<file path="config.mk">
export PLATFORM = sky130hd
export DESIGN_NAME = output_layer_block
export DESIGN_NICKNAME = d
export VERILOG_FILES = /design/src/rtl/ol_pkg.sv /design/src/rtl/act_argmax.sv /design/src/rtl/answer_delay_line.sv /design/src/rtl/delta_pingpong_mem.sv /design/src/rtl/delta_sequencer.sv /design/src/rtl/output_layer_block.sv
export SDC_FILE = /design/constraint.sdc
export NUM_CORES = 1
export LEC_CHECK = 0
export ABC_AREA = 1
export BUFFER_PORTS_ARGS = -buffer_cell sky130_fd_sc_hd__buf_2
export CORE_AREA = 4 4 115 117
export DETAILED_ROUTE_END_ITERATION = 7
export DIE_AREA = 0 0 119 121
export GPL_ROUTABILITY_DRIVEN = 0
export PLACE_DENSITY_LB_ADDON = 0.08
export SETUP_SLACK_MARGIN = 0.15
export SYNTH_ARGS = -nofsm -noshare
export SYNTH_HDL_FRONTEND = slang
export SYNTH_SLANG_ARGS = --single-unit
</file>
<file path="constraint.sdc">
create_clock -name clk -period 5.6 [get_ports clk]
set_clock_uncertainty 0.15 [all_clocks]
set_input_delay 1.12 -clock clk [delete_from_list [all_inputs] [get_ports clk]]
set_output_delay 1.12 -clock clk [all_outputs]
set_load 0.01 [all_outputs]
</file>
<file path="src/rtl/ol_pkg.sv">
// Sizes fixed here for 4 output neurons, 1 neuron per clock, 3 layers, Q5.10 words with wraparound
`default_nettype none

package ol_pkg;

	// Fixed-point format, sign + integer + fraction
	localparam int INT_BITS  = 5;
	localparam int FRAC_BITS = 10; // Weight of 1.0 is 2**FRAC_BITS
	localparam int WIDTH     = 1 + INT_BITS + FRAC_BITS;

	// Network geometry
	localparam int P_OUT      = 4;         // Output neurons, one per clock
	localparam int CPC        = P_OUT + 2; // Clocks per junction cycle
	localparam int NUM_LAYERS = 3;

	// Ideal answers enter at the network's entry and wait out every junction in front
	localparam int ANS_DELAY = CPC * (NUM_LAYERS - 1);

	// Index widths
	localparam int IDX_W  = $clog2(CPC);   // Cycle index
	localparam int ADDR_W = $clog2(P_OUT); // Address inside one delta bank
	localparam int CIDX_W = $clog2(P_OUT); // Predicted class

	// Slot markers inside a junction cycle
	localparam logic [IDX_W-1:0] SLOT_FIRST    = '0;
	localparam logic [IDX_W-1:0] SLOT_LAST_ACT = IDX_W'(P_OUT - 1); // Last neuron slot
	localparam logic [IDX_W-1:0] SLOT_NUM_ACT  = IDX_W'(P_OUT);     // First idle slot
	localparam logic [IDX_W-1:0] SLOT_LAST     = IDX_W'(CPC - 1);   // Junction boundary

	// Signed fixed-point word
	typedef logic signed [WIDTH-1:0] fx_t;

	localparam fx_t FX_ONE = fx_t'(1 << FRAC_BITS); // 1.0, the "on" answer

	// Delta write request, sequencer to memory
	typedef struct packed {
		logic              we;   // High in active slots only
		logic              bank; // Bank being filled this junction
		logic [ADDR_W-1:0] addr; // Neuron number
		fx_t               data; // Activation minus ideal answer
	} del_wr_t;

	// Delta read request, sequencer to memory
	typedef struct packed {
		logic              bank; // Always the bank not being written
		logic [ADDR_W-1:0] addr;
	} del_rd_t;

endpackage

`default_nettype wire

</file>
<file path="src/rtl/act_argmax.sv">
// Signed compare over slots 0..P_OUT-1 of each junction; ties keep the lowest neuron index
`timescale 1ns/1ps
`default_nettype none

module act_argmax (
	input  logic                      clk,
	input  logic                      rst_n_i,
	input  logic [ol_pkg::IDX_W-1:0]  cycle_index_i,
	input  ol_pkg::fx_t               act_i,
	output logic [ol_pkg::CIDX_W-1:0] class_o,       // Index of the largest activation
	output logic                      class_valid_o  // One-clock pulse in slot P_OUT
);

	ol_pkg::fx_t               max_q;    // Running maximum, loaded fresh in slot 0
	logic [ol_pkg::CIDX_W-1:0] idx_q;    // Neuron holding max_q
	logic                      slot_first;
	logic                      slot_act;
	logic                      slot_end; // Last neuron of the junction
	logic                      take;     // Current activation becomes the new maximum
	logic [ol_pkg::CIDX_W-1:0] idx_cur;

	assign slot_first = (cycle_index_i == ol_pkg::SLOT_FIRST);
	assign slot_act   = (cycle_index_i < ol_pkg::SLOT_NUM_ACT);
	assign slot_end   = (cycle_index_i == ol_pkg::SLOT_LAST_ACT);
	assign idx_cur    = cycle_index_i[ol_pkg::CIDX_W-1:0];

	// Strictly greater, so an equal later value loses
	assign take = slot_first | (slot_act & (act_i > max_q));

	// Running maximum value, data only
	always_ff @(posedge clk) begin
		if (take) begin
			max_q <= act_i;
		end
	end

	always_ff @(posedge clk) begin
		if (!rst_n_i) begin
			idx_q         <= '0;
			class_o       <= '0;
			class_valid_o <= 1'b0;
		end else begin
			if (take) begin
				idx_q <= idx_cur;
			end
			class_valid_o <= slot_end; // High during the first idle slot
			if (slot_end) begin
				// Final neuron may still win, so look past idx_q
				class_o <= take ? idx_cur : idx_q;
			end
		end
	end

endmodule

`default_nettype wire

</file>
<file path="src/rtl/answer_delay_line.sv">
// One-bit answers only, fixed delay of ANS_DELAY clocks, no stall input so it shifts every clock
`timescale 1ns/1ps
`default_nettype none

module answer_delay_line (
	input  logic clk,
	input  logic rst_n_i,
	input  logic ans_i,  // Ideal answer at network entry
	output logic ans_o   // Same answer, ANS_DELAY clocks later
);

	// Stage 0 is the newest bit
	logic [ol_pkg::ANS_DELAY-1:0] stage_q;

	always_ff @(posedge clk) begin
		if (!rst_n_i) begin
			stage_q <= '0; // Line reads as "answer 0" until filled
		end else begin
			stage_q <= {stage_q[ol_pkg::ANS_DELAY-2:0], ans_i}; // One stage per clock
		end
	end

	// Oldest stage leaves the line
	assign ans_o = stage_q[ol_pkg::ANS_DELAY-1];

endmodule

`default_nettype wire

</file>
<file path="src/rtl/delta_pingpong_mem.sv">
// Two P_OUT-deep banks, one write and one registered read per clock, bank contents unknown after reset
`timescale 1ns/1ps
`default_nettype none

module delta_pingpong_mem (
	input  logic            clk,
	input  logic            rst_n_i,
	input  ol_pkg::del_wr_t wr_i,  // Write request from the sequencer
	input  ol_pkg::del_rd_t rd_i,  // Read request from the sequencer
	output ol_pkg::fx_t     del_o  // Delta to the previous layer, one clock after the request
);

	ol_pkg::fx_t bank0_q [ol_pkg::P_OUT]; // Even junctions after reset
	ol_pkg::fx_t bank1_q [ol_pkg::P_OUT]; // Odd junctions after reset
	ol_pkg::fx_t rd_data;                 // Read mux output
	ol_pkg::fx_t rd_q;
	logic        we0;
	logic        we1;

	// Bank select on the write side
	assign we0 = wr_i.we & ~wr_i.bank;
	assign we1 = wr_i.we &  wr_i.bank;

	always_ff @(posedge clk) begin
		if (we0) begin
			bank0_q[wr_i.addr] <= wr_i.data;
		end
		if (we1) begin
			bank1_q[wr_i.addr] <= wr_i.data;
		end
	end

	// Read mux picks bank then word
	always_comb begin
		if (rd_i.bank) begin
			rd_data = bank1_q[rd_i.addr];
		end else begin
			rd_data = bank0_q[rd_i.addr];
		end
	end

	// Registered read port
	always_ff @(posedge clk) begin
		if (!rst_n_i) begin
			rd_q <= '0; // Previous layer sees zero deltas until the first swap
		end else begin
			rd_q <= rd_data;
		end
	end

	assign del_o = rd_q;

endmodule

`default_nettype wire

</file>
<file path="src/rtl/delta_sequencer.sv">
// Expects cycle_index_i to count 0..CPC-1 and wrap every clock; cross-entropy delta only, no saturation
`timescale 1ns/1ps
`default_nettype none

module delta_sequencer (
	input  logic                     clk,
	input  logic                     rst_n_i,
	input  logic [ol_pkg::IDX_W-1:0] cycle_index_i, // Slot inside the junction cycle
	input  ol_pkg::fx_t              act_i,         // Activation of neuron cycle_index_i
	input  logic                     ans_dly_i,     // Ideal answer, delayed to match act_i
	output ol_pkg::del_wr_t          wr_o,          // Write into the filling bank
	output ol_pkg::del_rd_t          rd_o           // Read from the draining bank
);

	logic        wr_ptr_q;   // Bank receiving deltas this junction
	logic        slot_act;   // Neuron slot, not one of the two idle slots
	logic        slot_last;  // Final clock of the junction
	ol_pkg::fx_t ans_fx;     // Ideal answer widened to a fixed-point word
	ol_pkg::fx_t delta;

	// Slot decode
	assign slot_act  = (cycle_index_i < ol_pkg::SLOT_NUM_ACT);
	assign slot_last = (cycle_index_i == ol_pkg::SLOT_LAST);

	// Ping-pong pointer, flips on the junction boundary
	always_ff @(posedge clk) begin
		if (!rst_n_i) begin
			wr_ptr_q <= 1'b0;
		end else if (slot_last) begin
			wr_ptr_q <= ~wr_ptr_q;
		end
	end

	// Answer bit is 0 or 1.0 in fixed point
	assign ans_fx = ans_dly_i ? ol_pkg::FX_ONE : '0;

	// Cross-entropy with sigmoid output gives a plain difference, wraps on overflow
	assign delta = act_i - ans_fx;

	always_comb begin
		wr_o.we   = slot_act;                            // No writes in idle slots
		wr_o.bank = wr_ptr_q;
		wr_o.addr = cycle_index_i[ol_pkg::ADDR_W-1:0];   // Neuron k goes to address k
		wr_o.data = delta;
	end

	// Read side walks the other bank at the same pace
	// Idle slots read harmless aliased addresses, nobody samples them
	always_comb begin
		rd_o.bank = ~wr_ptr_q;
		rd_o.addr = cycle_index_i[ol_pkg::ADDR_W-1:0];
	end

endmodule

`default_nettype wire

</file>
<file path="src/rtl/output_layer_block.sv">
// Output layer only, cross-entropy cost, cycle_index_i must count 0..CPC-1 continuously, no back-pressure
`timescale 1ns/1ps
`default_nettype none

module output_layer_block (
	input  logic                      clk,
	input  logic                      rst_n_i,
	input  logic [ol_pkg::IDX_W-1:0]  cycle_index_i, // Slot inside the junction cycle
	input  ol_pkg::fx_t               act_i,         // One output-neuron activation per active slot
	input  logic                      ans_i,         // Ideal answer at network entry
	output ol_pkg::fx_t               del_o,         // Deltas of the previous junction, to previous layer
	output logic                      ans_o,         // Ideal answer after the network depth
	output logic [ol_pkg::CIDX_W-1:0] class_o,       // Predicted class
	output logic                      class_valid_o
);

	logic            ans_dly;
	ol_pkg::del_wr_t del_wr;
	ol_pkg::del_rd_t del_rd;

	// Answers catch up with the activations they belong to
	answer_delay_line u_ans_dly (
		.clk     (clk),
		.rst_n_i (rst_n_i),
		.ans_i   (ans_i),
		.ans_o   (ans_dly)
	);

	assign ans_o = ans_dly; // Also handed out for cost monitoring

	// Delta and bank addressing
	delta_sequencer u_seq (
		.clk           (clk),
		.rst_n_i       (rst_n_i),
		.cycle_index_i (cycle_index_i),
		.act_i         (act_i),
		.ans_dly_i     (ans_dly),
		.wr_o          (del_wr),
		.rd_o          (del_rd)
	);

	// Ping-pong storage
	delta_pingpong_mem u_mem (
		.clk     (clk),
		.rst_n_i (rst_n_i),
		.wr_i    (del_wr),
		.rd_i    (del_rd),
		.del_o   (del_o)
	);

	// Predicted class runs beside the delta path
	act_argmax u_argmax (
		.clk           (clk),
		.rst_n_i       (rst_n_i),
		.cycle_index_i (cycle_index_i),
		.act_i         (act_i),
		.class_o       (class_o),
		.class_valid_o (class_valid_o)
	);

endmodule

`default_nettype wire

</file>
==> flow_summary.json, run 1 <==
{
  "critPathMaxStageDelay_ns": 0.48,
  "cts_tree": "done",
  "ant_nets": 0,
  "fin_crit_ns": 3.09,
  "synth-async-reset-ratio_pct": 0,
  "synth_ff_type": "edfxtp_1",
  "core_region_area_um2": 12400,
  "tightest_slew_ns": 0.860,
  "drt-initial-drc-count": 397,
  "timing.rr.start": "u_argmax.max_q[15]",
  "finalHoldViolCount": 0,
  "die_w_um": 119,
  "netlist_area_um2": 6740,
  "cap_violations": 0,
  "r2r_cells": 13,
  "rsz0062_at_grt": "no",
  "cp_max_fo": 16,
  "io_buffers": 41,
  "cp_slowest_cell": "inv_1",
  "grt_pass1_vias": 4100,
  "pin_count": 42,
  "post_cts_resized": 0,
  "p_per_area_nw_per_um2": 375,
  "fillCellCount": 965,
  "first_pass_iters": 5,
  "gr-total-overflow": 0,
  "clkLatencyLatePin_ns": 0.42,
  "drt-total-wl_um": 13900,
  "worstPathArrival_ns": 3.00,
  "die_area_um2": 14400,
  "cts-root-buf": "clkbuf_16",
  "rows": 41,
  "final-max-slew-violation-count": 0,
  "post-synth-top-area-fraction_pct": 64.1,
  "viasPerCell": 5.45,
  "postSynthAreaPerCell_um2": 13.4,
  "diodes": 0,
  "path_class": "input port to flip-flop",
  "ctsHoldBuffers": 0,
  "grtUsageTotal_pct": 21.0,
  "cts_buffer_depth": 2,
  "peakVddDrop_v": 0.000253,
  "synth_seq_cells": 178,
  "leakagePower_nw": 3.07,
  "yosysWarnings": 0,
  "post_cts_buffers": 0,
  "num-nets-final": 598,
  "drive_gt1_share_pct": 15.8,
  "report.final.setup_viol": 0,
  "drc": 0,
  "hpwlAfterDp_um": 8340,
  "synth_area_leaders": "edfxtp_1 64%, dfxtp_1 10%, nand2_1 6.0%",
  "vias": 4049,
  "post-route-period-util_pct": 55.2,
  "start_util_pct": 54.5,
  "ys_types": 27,
  "grt_pass1_wl_um": 22400,
  "critPathCaptureType": "flip-flop",
  "yosys.area.top_type": "edfxtp_1",
  "slew_headroom_pct": 42.5,
  "cp.depth": 13,
  "antenna_found_initial": 0,
  "crit_required_ns": 5.51,
  "area_growth_pct": 16.0,
  "max_freq_mhz": 324,
  "ys_seq_area_share_pct": 74.2,
  "min_path_type": "flip-flop to flip-flop",
  "grt_max_degree": 34,
  "fin_util_pct": 63.3,
  "synthTopCellsByCount": "144 x edfxtp_1, 108 x nand2_1, 50 x inv_1, 34 x dfxtp_1, 33 x a22oi_1",
  "synthCells": 502,
  "syn-num-nets": 542,
  "min_from": "u_ans_dly.stage_q[8]",
  "synth-edff-count": 144,
  "whs_path_depth": 2,
  "cp_num_buf_inv": 3,
  "die_height_um": 121,
  "cp-start-kind": "input port",
  "tns_ns": 0,
  "path_cells": "buf_2, ha_1, nand2_2, inv_1, nand2_1, nand2_1, a21oi_1, nand3_2, nand2_1, nand3_1, nand2_2, nand2_1, inv_1",
  "outcome": "complete, no violations",
  "cts_sinks": 178,
  "cts_buffers": 17,
  "path_clk_slew_ns": 0.06,
  "wire_per_inst_um": 18.7,
  "crit_start": "act_i[15]",
  "synth_most_common_cell": "edfxtp_1",
  "crit_family": "buffers and inverters",
  "ctsHtreeMaxLevel": 4,
  "crit_top_cell": "nand2_1"
}
## power by group
part	leakage, nW	internal [mW]	total, mW	switching [mW]
clock network	0.306	0.799	1.26	0.459
logic	1.17	0.0586	0.188	0.130
registers	1.59	1.48	1.48	0.00954
## layer usage
metal / vias up / global-route usage, % / routed length [um]
met5: - / 0 / 0
met4: 0 / 8.47 / 247
met3: 20 / 5.73 / 793
met2: 124 / 32.2 / 6680
met1: 1990 / 28.8 / 6190
li1: 1915 / - / -
## cells in the final DEF (no fill, tap or decap), drive strengths merged, types with 3 or more instances in the layout
cell type	count
inv	50
clkinv	7
a221oi	5
edfxtp	144
buf	54
bufinv	5
a22oi	33
a21oi	8
ha	18
a211oi	10
nand2	112
o21ai	12
nor2	20
clkbuf	21
nand3	16
nand4	3
dfxtp	34
a41oi	11
## kinds of logic after synthesis
| kind of cell | after synthesis | synth area share, % |
|---|---|---|
| adder cells (fa/ha/maj) | 18 | 3.34 |
| AND/OR/NAND/NOR | 153 | 9.44 |
| flip-flops | 178 | 74.2 |
| AO/OA/AOI/OAI | 80 | 8.46 |
| buffers and inverters | 69 | 4.03 |
| XOR/XNOR | 4 | 0.520 |
## metrics by stage
step | total power, mW | std cells | instance area [um2] | setup slack, ns | hold slack [ns]
floorplan | 1.63 | 502 | 6740 | 2.52 | 0.240
global placement | 1.70 | 711 | 7190 | 2.14 | 0.244
detailed placement | 1.70 | 711 | 7190 | 2.09 | 0.255
CTS | 2.96 | 743 | 7820 | 2.52 | 0.270
global route | 3.04 | 743 | 7820 | 2.29 | 0.285
finish | 2.93 | 743 | 7820 | 2.51 | 0.263
## worst paths after layout
check / end / slack [ns]
max: u_argmax.max_q[8] / 2.51
max reg2reg: u_argmax.max_q[8] / 2.98
min reg2reg: u_ans_dly.stage_q[9] / 0.26
min: u_ans_dly.stage_q[9] / 0.26
## state kept, by name, indices dropped and copies added, names as in the netlist
signal,count
u_mem.bank0_q,64
u_mem.bank1_q,64
u_argmax.max_q,16
u_mem.del_o,16
u_ans_dly.stage_q,12
u_argmax.class_o,2
u_argmax.idx_q,2
u_argmax.class_valid_o,1
u_seq.wr_ptr_q,1
## area by class of cell
type | instances | area (um2) | share of cell area [%]
flip-flops and latches | 178 | 5000 | 64.0
multi-input cells | 255 | 1470 | 18.8
clock buffers | 21 | 450 | 5.76
repair buffers | 54 | 303 | 3.87
well taps | 172 | 215 | 2.75
inverters | 52 | 195 | 2.50
clock inverters | 11 | 184 | 2.35
## worst register-to-register path, delay by kind of cell, from the launching register on
family / cells / cell delay, ns
AO/OA/AOI/OAI: 1 / 0.25
adder cells (fa/ha/maj): 1 / 0.34
buffers and inverters: 3 / 0.56
flip-flops: 1 / 0.33
AND/OR/NAND/NOR: 8 / 0.60
(Power assumes the default switching activity.)
==> inputs of run 2 (changes only) <==
Clock period 5.6 ns to 2.9 ns, I/O delays scaled along.
==> run 2 against run 1 <==
Via count increased by 1.2%. Critical path depth increased by 1. Clock power is 71% higher. Final area increased by 0.51%. Largest power group unchanged.
==> flow_summary.json, run 2 (synthesized netlist as in run 1, its figures left out) <==
{
  "outcome": "complete, no violations",
  "report.final.setup_viol": 0,
  "final_common_cell": "edfxtp_1",
  "gr-total-overflow": 0,
  "drt-initial-drc-count": 342,
  "cts-root-buf": "clkbuf_16",
  "first_pass_iters": 5,
  "hpwlAfterDp_um": 8660,
  "rsz0062_at_grt": "no",
  "cp-start-kind": "flip-flop",
  "drc": 0,
  "final_cell_mix": "144 x edfxtp_1, 108 x nand2_1, 50 x inv_1",
  "num-nets-final": 611,
  "core_region_area_um2": 12400,
  "max_freq_mhz": 434,
  "crit_required_ns": 2.88,
  "setup.worst_path.end": "u_argmax.max_q[1]",
  "min_path_type": "input port to flip-flop",
  "setup_slack_ns": 0.598,
  "path_class": "flip-flop to flip-flop",
  "cts_sinks": 178,
  "wire_per_inst_um": 18.7,
  "ctsHoldBuffers": 0,
  "ant_nets": 0,
  "cp_max_fo": 16,
  "finalHoldViolCount": 0,
  "reg2reg_to": "u_argmax.max_q[1]",
  "placed_area_um2": 7300,
  "path_clk_slew_ns": 0.06,
  "critPathCaptureType": "flip-flop",
  "fin_hold_ws_ns": 0.197,
  "met2_usage_pct": 33.1,
  "fillCellCount": 956,
  "drt-total-wl_um": 14200,
  "fin_crit_ns": 2.30,
  "antenna_found_initial": 0,
  "die_w_um": 119,
  "post_cts_resized": 0,
  "tns_ns": 0,
  "final-max-slew-violation-count": 0,
  "r2r_cells": 14,
  "met1_usage_pct": 28.3,
  "leakagePower_nw": 3.11,
  "vias": 4098,
  "die_area_um2": 14400,
  "cp_num_buf_inv": 4,
  "peakVddDrop_v": 0.000399,
  "ctsHtreeMaxLevel": 4,
  "crit_start": "u_argmax.max_q[15]",
  "top_regs": "u_mem.bank0_q: 64 flops, u_mem.bank1_q: 64 flops",
  "drive_gt1_share_pct": 18.3,
  "diodes": 0,
  "stdcell_area_um2": 7860,
  "slew_headroom_pct": 50.5,
  "cts_tree": "done",
  "pin_count": 42,
  "path_cells": "inv_1, ha_1, nand2_2, inv_1, nand2_1, nand2_1, a21oi_1, nand3_2, nand2_1, nand3_1, nand2_2, nand2_1, inv_1, buf_12",
  "cp.depth": 14,
  "r2r_setup_slack_ns": 0.60,
  "rows": 41,
  "p_per_area_nw_per_um2": 688,
  "critPathMaxStageDelay_ns": 0.34,
  "busiest_layer": "met2",
  "io_buffers": 41,
  "grtUsageTotal_pct": 20.8,
  "viasPerCell": 5.42,
  "grt_pass1_vias": 4052,
  "cp_slowest_cell": "ha_1",
  "area_growth_pct": 16.6,
  "gr-usage-met3_pct": 5.03,
  "fin_util_pct": 63.6,
  "worstPathArrival_ns": 2.28,
  "post_cts_buffers": 0,
  "cts_buffers": 17,
  "grt_pass1_wl_um": 22100,
  "clkLatencyLatePin_ns": 0.43,
  "cts_buffer_depth": 2,
  "post-route-period-util_pct": 79.4,
  "tightest_slew_ns": 0.739,
  "crit_top_cell": "nand2_1",
  "cap_violations": 0,
  "start_util_pct": 54.5,
  "crit_family": "simple AND/OR/NAND/NOR gates",
  "grt_max_degree": 34,
  "die_height_um": 121,
  "dp_slack_ns": 0.220,
  "timing.rr.start": "u_argmax.max_q[15]"
}
[run 2: changes by cell type in the layout (fill, tap and decap cells not counted)]
cell / delta
bufinv_16: -4
buf_12: +1
clkinvlp_4: +2
clkbuf_1: -2
clkinv_2: +2
buf_4: +12
clkbuf_8: +1
clkinv_1: -2
inv_6: +2
clkinv_4: +1
[run 2: through the flow]
step	total power, mW	cells
final	5.41	756
after global placement	3.30	724
after floorplan	3.14	502
after detailed placement	3.31	724
after global routing	5.61	756
after CTS	5.45	756
[run 2: metal layers]
layer / up-vias / share of wire (%)
met5: - / 0
met4: 0 / 1.6
met3: 20 / 5.5
met2: 120 / 47
met1: 2017 / 46
li1: 1941 / -
[run 2: worst reg2reg max path: stages, from the launching register on]
cell	delay, ns
edfxtp_1	0.32
inv_1	0.04
ha_1	0.34
nand2_2	0.13
inv_1	0.04
nand2_1	0.06
nand2_1	0.04
a21oi_1	0.23
nand3_2	0.11
nand2_1	0.08
nand3_1	0.08
nand2_2	0.09
nand2_1	0.05
inv_1	0.10
buf_12	0.16
[run 2: worst min path at each step]
stage / startpoint / endpoint / slack (ns) / cells after the start
final: ans_i / u_ans_dly.stage_q[0] / 0.20 / 3
after global routing: ans_i / u_ans_dly.stage_q[0] / 0.20 / 3
after CTS: ans_i / u_ans_dly.stage_q[0] / 0.18 / 3
after detailed placement: u_ans_dly.stage_q[2] / u_ans_dly.stage_q[3] / 0.25 / 2
after global placement: u_ans_dly.stage_q[0] / u_ans_dly.stage_q[1] / 0.25 / 2
after floorplan: u_ans_dly.stage_q[9] / u_ans_dly.stage_q[10] / 0.24 / 2
[run 2: cell type report]
type | instances | area [um2] | area share [%]
Multi-Input combinational cell | 255 | 1470 | 18.7
Clock inverter | 12 | 108 | 1.37
Tap cell | 172 | 215 | 2.74
Sequential cell | 178 | 5000 | 63.7
Timing Repair Buffer | 67 | 413 | 5.25
Inverter | 52 | 195 | 2.48
Clock buffer | 20 | 457 | 5.81
[run 2: report_power, final]
group	leakage, nW	switching [mW]	internal [mW]
sequential	1.59	0.0184	2.85
clock	0.273	0.929	1.23
combinational	1.24	0.254	0.130
